[config.mk]
export PLATFORM = sky130hd
export DESIGN_NAME = game_datapath
export DESIGN_NICKNAME = d
export VERILOG_FILES = /design/src/game_pkg.sv /design/src/player_mover.sv /design/src/enemy_patrol.sv /design/src/sprite_drawer.sv /design/src/pixel_arbiter.sv /design/src/game_datapath.sv
export VERILOG_INCLUDE_DIRS = /design/src
export SDC_FILE = /design/constraint.sdc
export NUM_CORES = 1
export LEC_CHECK = 0
export BUFFER_PORTS_ARGS = -buffer_cell sky130_fd_sc_hd__clkbuf_2
export CAP_MARGIN = 20
export CORE_ASPECT_RATIO = 0.7
export CORE_MARGIN = 5
export CORE_UTILIZATION = 50
export DETAILED_ROUTE_END_ITERATION = 10
export PLACE_DENSITY = 0.63
export REMOVE_ABC_BUFFERS = 1
export SLEW_MARGIN = 10
export SYNTH_ARGS = -nofsm -noshare
export SYNTH_HDL_FRONTEND = slang
export SYNTH_SLANG_ARGS = --single-unit
[constraint.sdc]
create_clock -name clock -period 4.45 [get_ports clock]
set_input_delay 0.445 -clock clock [delete_from_list [all_inputs] [get_ports clock]]
set_output_delay 0.445 -clock clock [all_outputs]
set_load 0.005 [all_outputs]
[src/game_defs.svh]
`ifndef GAME_DEFS_SVH
`define GAME_DEFS_SVH

// Screen size in pixels
`define SCREEN_W 320
`define SCREEN_H 240

// Player sprite
`define PLAYER_W    20
`define PLAYER_H    35
`define PLAYER_X0   30
`define PLAYER_Y0   37
`define PLAYER_STEP 5   // Pixels per move
`define GOAL_X      280 // Player wins at this column

// Enemy sprites
`define ENEMY_W    55
`define ENEMY_H    35
`define ENEMY_STEP 3
`define N_ENEMIES  2

// Enemy direction 0 is left and 1 is right
`define E0_Y    144
`define E0_XMIN 0
`define E0_XMAX 70
`define E0_X0   0       // Starts against its left bound
`define E0_DIR  0

`define E1_Y    189
`define E1_XMIN 107
`define E1_XMAX 265
`define E1_X0   265
`define E1_DIR  0

// PS/2 arrow codes
`define KEY_UP    8'h75
`define KEY_DOWN  8'h72
`define KEY_LEFT  8'h6B
`define KEY_RIGHT 8'h74

// Solid fill colors
`define COLOR_BG      3'd0
`define COLOR_PLAYER  3'd2
`define COLOR_ENEMY_L 3'd4
`define COLOR_ENEMY_R 3'd5

`endif

[src/game_pkg.sv]
`default_nettype none

package game_pkg;

	typedef logic [8:0] coord_t;    // Screen coordinate
	typedef logic [2:0] color_t;    // One bit per RGB channel

	// Top-left corner of a sprite
	typedef struct packed {
		coord_t x;
		coord_t y;
	} pos_t;

	// One framebuffer write
	typedef struct packed {
		coord_t x;
		coord_t y;
		color_t color;
	} pixel_t;

endpackage

`default_nettype wire

[src/player_mover.sv]
`timescale 1ns/1ps
`default_nettype none

`include "game_defs.svh"

module player_mover (
	input  wire              clock,
	input  wire              reset,
	input  wire              move,
	input  wire logic [7:0]  key_data,
	input  wire              key_valid,
	output logic             key_ready,
	output game_pkg::pos_t   pos,
	output logic             moved,
	output logic             win
);
	import game_pkg::*;

	localparam coord_t X_LIMIT = coord_t'(`SCREEN_W - `PLAYER_W);
	localparam coord_t Y_LIMIT = coord_t'(`SCREEN_H - `PLAYER_H);
	localparam coord_t STEP    = coord_t'(`PLAYER_STEP);
	localparam coord_t GOAL    = coord_t'(`GOAL_X);

	logic       key_pending;
	logic [7:0] key_code;
	logic       is_arrow;
	logic       key_take;
	pos_t       next_pos;

	assign is_arrow = key_data == `KEY_UP || key_data == `KEY_DOWN ||
		key_data == `KEY_LEFT || key_data == `KEY_RIGHT;
	assign key_ready = !key_pending;
	assign key_take  = key_valid && key_ready;

	// Step in the pending direction, clamped to the screen
	always_comb begin
		next_pos = pos;
		if (key_pending) begin
			case (key_code)
				`KEY_LEFT:  next_pos.x = (pos.x < STEP) ? '0 : pos.x - STEP;
				`KEY_RIGHT: next_pos.x = (pos.x > X_LIMIT - STEP) ? X_LIMIT : pos.x + STEP;
				`KEY_UP:    next_pos.y = (pos.y < STEP) ? '0 : pos.y - STEP;
				`KEY_DOWN:  next_pos.y = (pos.y > Y_LIMIT - STEP) ? Y_LIMIT : pos.y + STEP;
				default:    next_pos = pos;
			endcase
		end
	end

	always_ff @(posedge clock) begin
		if (!reset) begin
			key_pending <= 1'b0;
			pos.x       <= coord_t'(`PLAYER_X0);
			pos.y       <= coord_t'(`PLAYER_Y0);
			moved       <= 1'b0;
			win         <= 1'b0;
		end else begin
			moved <= move;
			if (move) begin
				pos         <= next_pos;
				key_pending <= 1'b0;
			end
			if (key_take && is_arrow)   // Non-arrow codes are dropped
				key_pending <= 1'b1;
			if (pos.x >= GOAL)
				win <= 1'b1;            // Sticky until reset
		end
	end

	always_ff @(posedge clock) begin
		if (key_take)
			key_code <= key_data;
	end

	assert property (@(posedge clock) disable iff (!reset)
		pos.x <= X_LIMIT && pos.y <= Y_LIMIT)
		else $error("player position left the screen");

endmodule

`default_nettype wire

[src/enemy_patrol.sv]
`timescale 1ns/1ps
`default_nettype none

`include "game_defs.svh"

module enemy_patrol #(
	parameter int Y_ROW     = `E0_Y,
	parameter int X_MIN     = `E0_XMIN,
	parameter int X_MAX     = `E0_XMAX,
	parameter int X_START   = `E0_X0,
	parameter bit START_DIR = `E0_DIR
) (
	input  wire             clock,
	input  wire             reset,
	input  wire             move,
	input  wire game_pkg::pos_t player_pos,
	output game_pkg::pos_t  pos,
	output logic            dir,        // 1 moves right
	output logic            moved,
	output logic            hit
);
	import game_pkg::*;

	coord_t next_x;
	logic   next_dir;
	logic   overlap;

	// Bounce at either bound
	always_comb begin
		next_x   = pos.x;
		next_dir = dir;
		if (dir) begin
			if (int'(pos.x) + `ENEMY_STEP > X_MAX) begin
				next_x   = coord_t'(X_MAX);
				next_dir = 1'b0;
			end else begin
				next_x = pos.x + coord_t'(`ENEMY_STEP);
			end
		end else begin
			if (int'(pos.x) - `ENEMY_STEP < X_MIN) begin
				next_x   = coord_t'(X_MIN);
				next_dir = 1'b1;
			end else begin
				next_x = pos.x - coord_t'(`ENEMY_STEP);
			end
		end
	end

	// Rectangle intersection with the player
	assign overlap =
		int'(pos.x) < int'(player_pos.x) + `PLAYER_W &&
		int'(player_pos.x) < int'(pos.x) + `ENEMY_W &&
		int'(pos.y) < int'(player_pos.y) + `PLAYER_H &&
		int'(player_pos.y) < int'(pos.y) + `ENEMY_H;

	always_ff @(posedge clock) begin
		if (!reset) begin
			pos.x <= coord_t'(X_START);
			pos.y <= coord_t'(Y_ROW);
			dir   <= START_DIR;
			moved <= 1'b0;
			hit   <= 1'b0;
		end else begin
			moved <= move;
			if (move) begin
				pos.x <= next_x;
				dir   <= next_dir;
			end
			if (overlap)
				hit <= 1'b1;
		end
	end

	assert property (@(posedge clock) disable iff (!reset)
		int'(pos.x) >= X_MIN && int'(pos.x) <= X_MAX)
		else $error("enemy left its patrol range");

endmodule

`default_nettype wire

[src/sprite_drawer.sv]
`timescale 1ns/1ps
`default_nettype none

`include "game_defs.svh"

module sprite_drawer #(
	parameter int WIDTH  = `PLAYER_W,
	parameter int HEIGHT = `PLAYER_H
) (
	input  wire               clock,
	input  wire               reset,
	input  wire               moved,
	input  wire game_pkg::pos_t   new_pos,
	input  wire game_pkg::color_t color,
	input  wire               req_ready,
	output logic              req_valid,
	output game_pkg::pixel_t  req_pix,
	output logic              busy
);
	import game_pkg::*;

	localparam int CW = $clog2(WIDTH + 1);
	localparam int RW = $clog2(HEIGHT + 1);

	pos_t          old_pos;     // Last rectangle on screen
	pos_t          cur_pos;     // Rectangle of this frame
	pos_t          base;
	color_t        draw_color;
	logic          has_old;
	logic          erasing;
	logic [CW-1:0] col;
	logic [RW-1:0] row;
	logic          last_col;
	logic          last_row;
	logic          start;
	logic          step;

	assign start    = moved && !busy;
	assign step     = busy && req_ready;
	assign last_col = col == CW'(WIDTH - 1);
	assign last_row = row == RW'(HEIGHT - 1);

	assign base      = erasing ? old_pos : cur_pos;
	assign req_valid = busy;
	assign req_pix   = '{
		x:     base.x + coord_t'(col),
		y:     base.y + coord_t'(row),
		color: erasing ? color_t'(`COLOR_BG) : draw_color
	};

	// Row-major scan, erase pass then draw pass
	always_ff @(posedge clock) begin
		if (!reset) begin
			busy    <= 1'b0;
			erasing <= 1'b0;
			has_old <= 1'b0;
			col     <= '0;
			row     <= '0;
		end else if (start) begin
			busy    <= 1'b1;
			erasing <= has_old;     // Nothing to erase on the first frame
			col     <= '0;
			row     <= '0;
		end else if (step) begin
			if (!last_col) begin
				col <= col + 1'b1;
			end else begin
				col <= '0;
				if (!last_row) begin
					row <= row + 1'b1;
				end else begin
					row <= '0;
					if (erasing) begin
						erasing <= 1'b0;
					end else begin
						busy    <= 1'b0;
						has_old <= 1'b1;
					end
				end
			end
		end
	end

	always_ff @(posedge clock) begin
		if (start) begin
			cur_pos    <= new_pos;
			draw_color <= color;    // Enemy color after its move
		end
		if (step && last_col && last_row && !erasing)
			old_pos <= cur_pos;
	end

	assert property (@(posedge clock) disable iff (!reset)
		req_valid && !req_ready |=> req_valid && $stable(req_pix))
		else $error("drawer pixel changed before it was accepted");

endmodule

`default_nettype wire

[src/pixel_arbiter.sv]
`timescale 1ns/1ps
`default_nettype none

`include "game_defs.svh"

module pixel_arbiter #(
	parameter int N = `N_ENEMIES + 1
) (
	input  wire                   clock,
	input  wire                   reset,
	input  wire logic [N-1:0]     req_valid,
	input  wire game_pkg::pixel_t req_pix [N],
	input  wire                   pix_ready,
	output logic [N-1:0]          req_ready,
	output logic                  pix_valid,
	output game_pkg::pixel_t      pix
);
	import game_pkg::*;

	localparam int IW = (N > 1) ? $clog2(N) : 1;

	logic [IW-1:0] last_q;      // Last winner
	logic [IW-1:0] lock_idx;
	logic [IW-1:0] win_idx;
	logic          lock_q;      // Granted pixel still waiting
	logic          found;
	logic [N-1:0]  grant;
	pixel_t        win_pix;

	// Search starts one past the last winner
	always_comb begin
		int k;
		win_idx = lock_q ? lock_idx : last_q;
		found   = lock_q && req_valid[lock_idx];
		for (int i = 1; i <= N; i++) begin
			k = (int'(last_q) + i) % N;
			if (!found && req_valid[k]) begin
				win_idx = IW'(k);
				found   = 1'b1;
			end
		end
	end

	assign grant     = found ? (N'(1) << win_idx) : '0;
	assign win_pix   = req_pix[win_idx];
	assign pix_valid = found;
	assign pix       = win_pix;
	assign req_ready = grant & {N{pix_ready}};  // Ready only to the winner

	always_ff @(posedge clock) begin
		if (!reset) begin
			last_q <= IW'(N - 1);
			lock_q <= 1'b0;
		end else if (pix_valid && pix_ready) begin
			last_q <= win_idx;
			lock_q <= 1'b0;
		end else if (pix_valid) begin
			lock_q <= 1'b1;
		end
	end

	always_ff @(posedge clock) begin
		if (pix_valid && !pix_ready)
			lock_idx <= win_idx;
	end

	// Stalled grant stays one-hot and on the same stream
	assert property (@(posedge clock) disable iff (!reset)
		pix_valid && !pix_ready |=> $onehot(grant) && $stable(grant))
		else $error("arbiter grant moved during a stall");

endmodule

`default_nettype wire

[src/game_datapath.sv]
`timescale 1ns/1ps
`default_nettype none

`include "game_defs.svh"

module game_datapath (
	input  wire              clock,
	input  wire              reset,
	input  wire              frame_tick,
	input  wire logic [7:0]  key_data,
	input  wire              key_valid,
	input  wire              pix_ready,
	output logic             key_ready,
	output logic             pix_valid,
	output game_pkg::pixel_t pix,
	output logic             busy,
	output logic             win,
	output logic             lose
);
	import game_pkg::*;

	localparam int N_SPRITES = `N_ENEMIES + 1;     // Player is stream 0

	localparam int E_Y    [`N_ENEMIES] = '{`E0_Y, `E1_Y};
	localparam int E_XMIN [`N_ENEMIES] = '{`E0_XMIN, `E1_XMIN};
	localparam int E_XMAX [`N_ENEMIES] = '{`E0_XMAX, `E1_XMAX};
	localparam int E_X0   [`N_ENEMIES] = '{`E0_X0, `E1_X0};
	localparam bit E_DIR  [`N_ENEMIES] = '{`E0_DIR, `E1_DIR};

	logic                  move;
	pos_t                  player_pos;
	logic                  player_moved;
	pos_t                  enemy_pos [`N_ENEMIES];
	logic [`N_ENEMIES-1:0] enemy_dir;
	logic [`N_ENEMIES-1:0] enemy_moved;
	logic [`N_ENEMIES-1:0] enemy_hit;
	logic [N_SPRITES-1:0]  req_valid;
	logic [N_SPRITES-1:0]  req_ready;
	logic [N_SPRITES-1:0]  drawer_busy;
	pixel_t                req_pix [N_SPRITES];

	// Ticks while drawing or after the game ends are dropped
	assign move = frame_tick && !busy && !win && !lose;
	assign busy = |drawer_busy;
	assign lose = |enemy_hit;

	player_mover i_player_mover (
		.clock     (clock),
		.reset     (reset),
		.move      (move),
		.key_data  (key_data),
		.key_valid (key_valid),
		.key_ready (key_ready),
		.pos       (player_pos),
		.moved     (player_moved),
		.win       (win)
	);

	sprite_drawer #(.WIDTH(`PLAYER_W), .HEIGHT(`PLAYER_H)) i_player_drawer (
		.clock     (clock),
		.reset     (reset),
		.moved     (player_moved),
		.new_pos   (player_pos),
		.color     (color_t'(`COLOR_PLAYER)),
		.req_ready (req_ready[0]),
		.req_valid (req_valid[0]),
		.req_pix   (req_pix[0]),
		.busy      (drawer_busy[0])
	);

	for (genvar i = 0; i < `N_ENEMIES; i++) begin : g_enemy
		enemy_patrol #(
			.Y_ROW     (E_Y[i]),
			.X_MIN     (E_XMIN[i]),
			.X_MAX     (E_XMAX[i]),
			.X_START   (E_X0[i]),
			.START_DIR (E_DIR[i])
		) i_enemy_patrol (
			.clock      (clock),
			.reset      (reset),
			.move       (move),
			.player_pos (player_pos),
			.pos        (enemy_pos[i]),
			.dir        (enemy_dir[i]),
			.moved      (enemy_moved[i]),
			.hit        (enemy_hit[i])
		);

		sprite_drawer #(.WIDTH(`ENEMY_W), .HEIGHT(`ENEMY_H)) i_enemy_drawer (
			.clock     (clock),
			.reset     (reset),
			.moved     (enemy_moved[i]),
			.new_pos   (enemy_pos[i]),
			.color     (enemy_dir[i] ? color_t'(`COLOR_ENEMY_R) : color_t'(`COLOR_ENEMY_L)),
			.req_ready (req_ready[i+1]),
			.req_valid (req_valid[i+1]),
			.req_pix   (req_pix[i+1]),
			.busy      (drawer_busy[i+1])
		);
	end

	pixel_arbiter #(.N(N_SPRITES)) i_pixel_arbiter (
		.clock     (clock),
		.reset     (reset),
		.req_valid (req_valid),
		.req_pix   (req_pix),
		.pix_ready (pix_ready),
		.req_ready (req_ready),
		.pix_valid (pix_valid),
		.pix       (pix)
	);

endmodule

`default_nettype wire

==> out/qor.csv <==
metric;value;unit
status;completed;
critPathMaxFanout;11;
dieArea;0.0270;mm²
gp_congestion;0.886;
worstSkewPairLatency;440;ps
drt-total-wl;29900;µm
setup_tns;0;ps
clk_path_buf_depth;2;
die_w;194;µm
antenna_found_initial;0;
async_flop_share;0;%
die_h;139;µm
cts_root_buf;clkbuf_16;
hold_slack;190;ps
n_antenna_cell;0;
timing.rr.start;i_pixel_arbiter.last_q[0]$_SDFFE_PN0P_;
yosysSeqAreaShare;36.3;%
maxCapViolations;0;
cp-start-kind;flip-flop;
slew_violations;0;
drt_first_pass_iters;6;
globalRouteOverflowTotal;0;
coreArea;0.0235;mm²
syn_area;0.0119;mm²
final_nets;1455;
crit_path_end_kind;output pin;
stdcell_area;0.0129;mm²
synth_common_cells;119 x nor2_1, 106 x nand2_1, 96 x a21oi_1, 92 x o21ai_0, 90 x dfxtp_1;
io_pins;39;
clock_skew;8.32;ps
detailed_place.area;0.0123;mm²
max_freq;0.250;GHz
vdd_ir_drop_max;0.000330;V
p_leak;4.89;nW
hp-start;key_data[7];
groute.usage.overall;22.0;%
htree_levels;4;
period_needed;3990;ps
fp-row-count;47;
yosysTopAreaCell;edfxtp_1;
grt_pass1_vias;9129;
setup_viol;0;
hpwl;21700;µm
postSynthCellCount;1357;
yosysTopAreaCellShare;21.2;%
synthTopCellsByArea;edfxtp_1 21%, dfxtp_1 15%, ha_1 9.2%;
layout-drive-gt1-share;9.39;%
hold_viol;0;
ys_warn_count;0;
place.port_buffers;38;
multi_input_area;0.00699;mm²
cp-startpoint;g_enemy[1].i_enemy_drawer.erasing$_SDFFE_PN0P_;
cts_sinks;174;
drcViolationCount;0;
route.vias.total;9887;
cts_tree;done;
clk_pin_slew;70;ps
regArea;0.00433;mm²
syn_to_final_growth;8.34;%
worstSetupPathType;reg2out;
wire_per_inst;17.8;µm
via_per_inst;5.88;
ys_types;83;
cp.arrival;3550;ps
cp.required;4010;ps
postSynthAreaPerCell;8.77;µm²
ant_nets;0;
power_per_cell_area;403;mW/mm²
drt_iter0_drc;855;
slew_headroom;45.8;%
fillers;2164;
worst_slew_pin_slew;812;ps
hold_class;in2reg;
synthFlopType;dfxtp_1;
rsz0062_at_grt;false;
initial_core_util;50.6;%
synth_edf_count;84;
grt_max_degree;32;
post-route-period-util;89.7;%
yosysMostFrequentCell;nor2_1;
synth-seq-cells;174;
grt_pass1_wl;48900;µm
cts_made_buffers;17;
-- sequential cells by signal, indices dropped and copies added (netlist names), 8 cells and up --
name                            count
i_player_mover.key_code             8
g_enemy.i_enemy_drawer.old_pos     18
i_player_mover.pos                 18
i_player_drawer.old_pos            18
g_enemy.i_enemy_drawer.row         12
g_enemy.i_enemy_drawer.col         12
g_enemy.i_enemy_patrol.pos         18
i_player_drawer.cur_pos            18
g_enemy.i_enemy_drawer.cur_pos     18
-- power by group --
| group | switching [W] | internal (W) | leakage, nW |
|---|---|---|---|
| combinational | 0.000972 | 0.000647 | 3.12 |
| clock | 0.000686 | 0.000895 | 0.291 |
| sequential | 0.000217 | 0.00178 | 1.48 |
-- area by class of cell --
cell class / count / area share [%]
multi-input cells: 1033 / 54.2
flip-flops and latches: 174 / 33.5
clock buffers: 18 / 3.33
well taps: 318 / 3.08
repair buffers: 54 / 2.41
inverters: 70 / 2.06
clock inverters: 14 / 1.41
-- worst max-delay path, cell delays in order, from the launching register on --
cell and delay, ps:
dfxtp_1 620, mux2_2 390, ha_1 210, fa_1 400, a21oi_1 150, nor2_1 50
nor2_1 160, o21bai_1 80, a21oi_1 230, nor3_1 90, xor2_1 180, a211oi_1 350
clkbuf_2 200
-- cell families after synthesis --
logic type,after synthesis,share of synthesized area (%)
AO/OA/AOI/OAI,360,19.1
XOR/XNOR,80,5.88
adder cells (fa/ha/maj),93,10.0
buffers and inverters,150,5.01
flip-flops,174,36.3
multiplexers,48,4.26
AND/OR/NAND/NOR,452,19.4
-- per-layer routing --
layer	wire length, µm	GRT usage (%)	share of wire [%]
met5	0	0	0
met4	401	4.59	1.3
met3	1940	4.49	6.5
met2	12300	31.3	41
met1	15300	34.2	51
-- metrics by stage --
stage                     setup slack, ps  total power (W)  cells  util [%]
after floorplan                       399          0.00305   1277         -
after global placement                957          0.00359   1649      52.2
after detailed placement              820          0.00360   1649      52.2
after CTS                             304          0.00520   1681      54.8
after global routing                  188          0.00548   1681      54.8
final                                 458          0.00520   1681      54.8
-- cell usage in the layout, fill, tap and decap left out, drive strengths merged, types with 21 or more instances in the layout --
cell type,instances
o21ai,100
nand3,43
dfxtp,90
xnor2,47
ha,88
clkbuf,56
xor2,33
nor3,34
mux2,21
nor2b,22
mux2i,27
nand2,106
edfxtp,84
nor2,120
inv,75
a21oi,96
-- timing repair --
item / CTS / global route
hold buffers: 0 / 0
buffers inserted: 0 / 0
setup endpoints to repair: 0 / 1
resized for setup: 0 / 1
-- path summary, 6_finish.rpt --
kind                                                   end  slack (ps)  cells past startpoint
min                   i_player_mover.key_code[7]$_DFFE_PP_         190                      1
min reg2reg           i_player_drawer.old_pos[4]$_DFFE_PP_         450                      0
max reg2reg  g_enemy[1].i_enemy_drawer.col[1]$_SDFFE_PP0N_        1090                     12
max                                                pix[20]         460                     12
(Power assumes the default switching activity.)
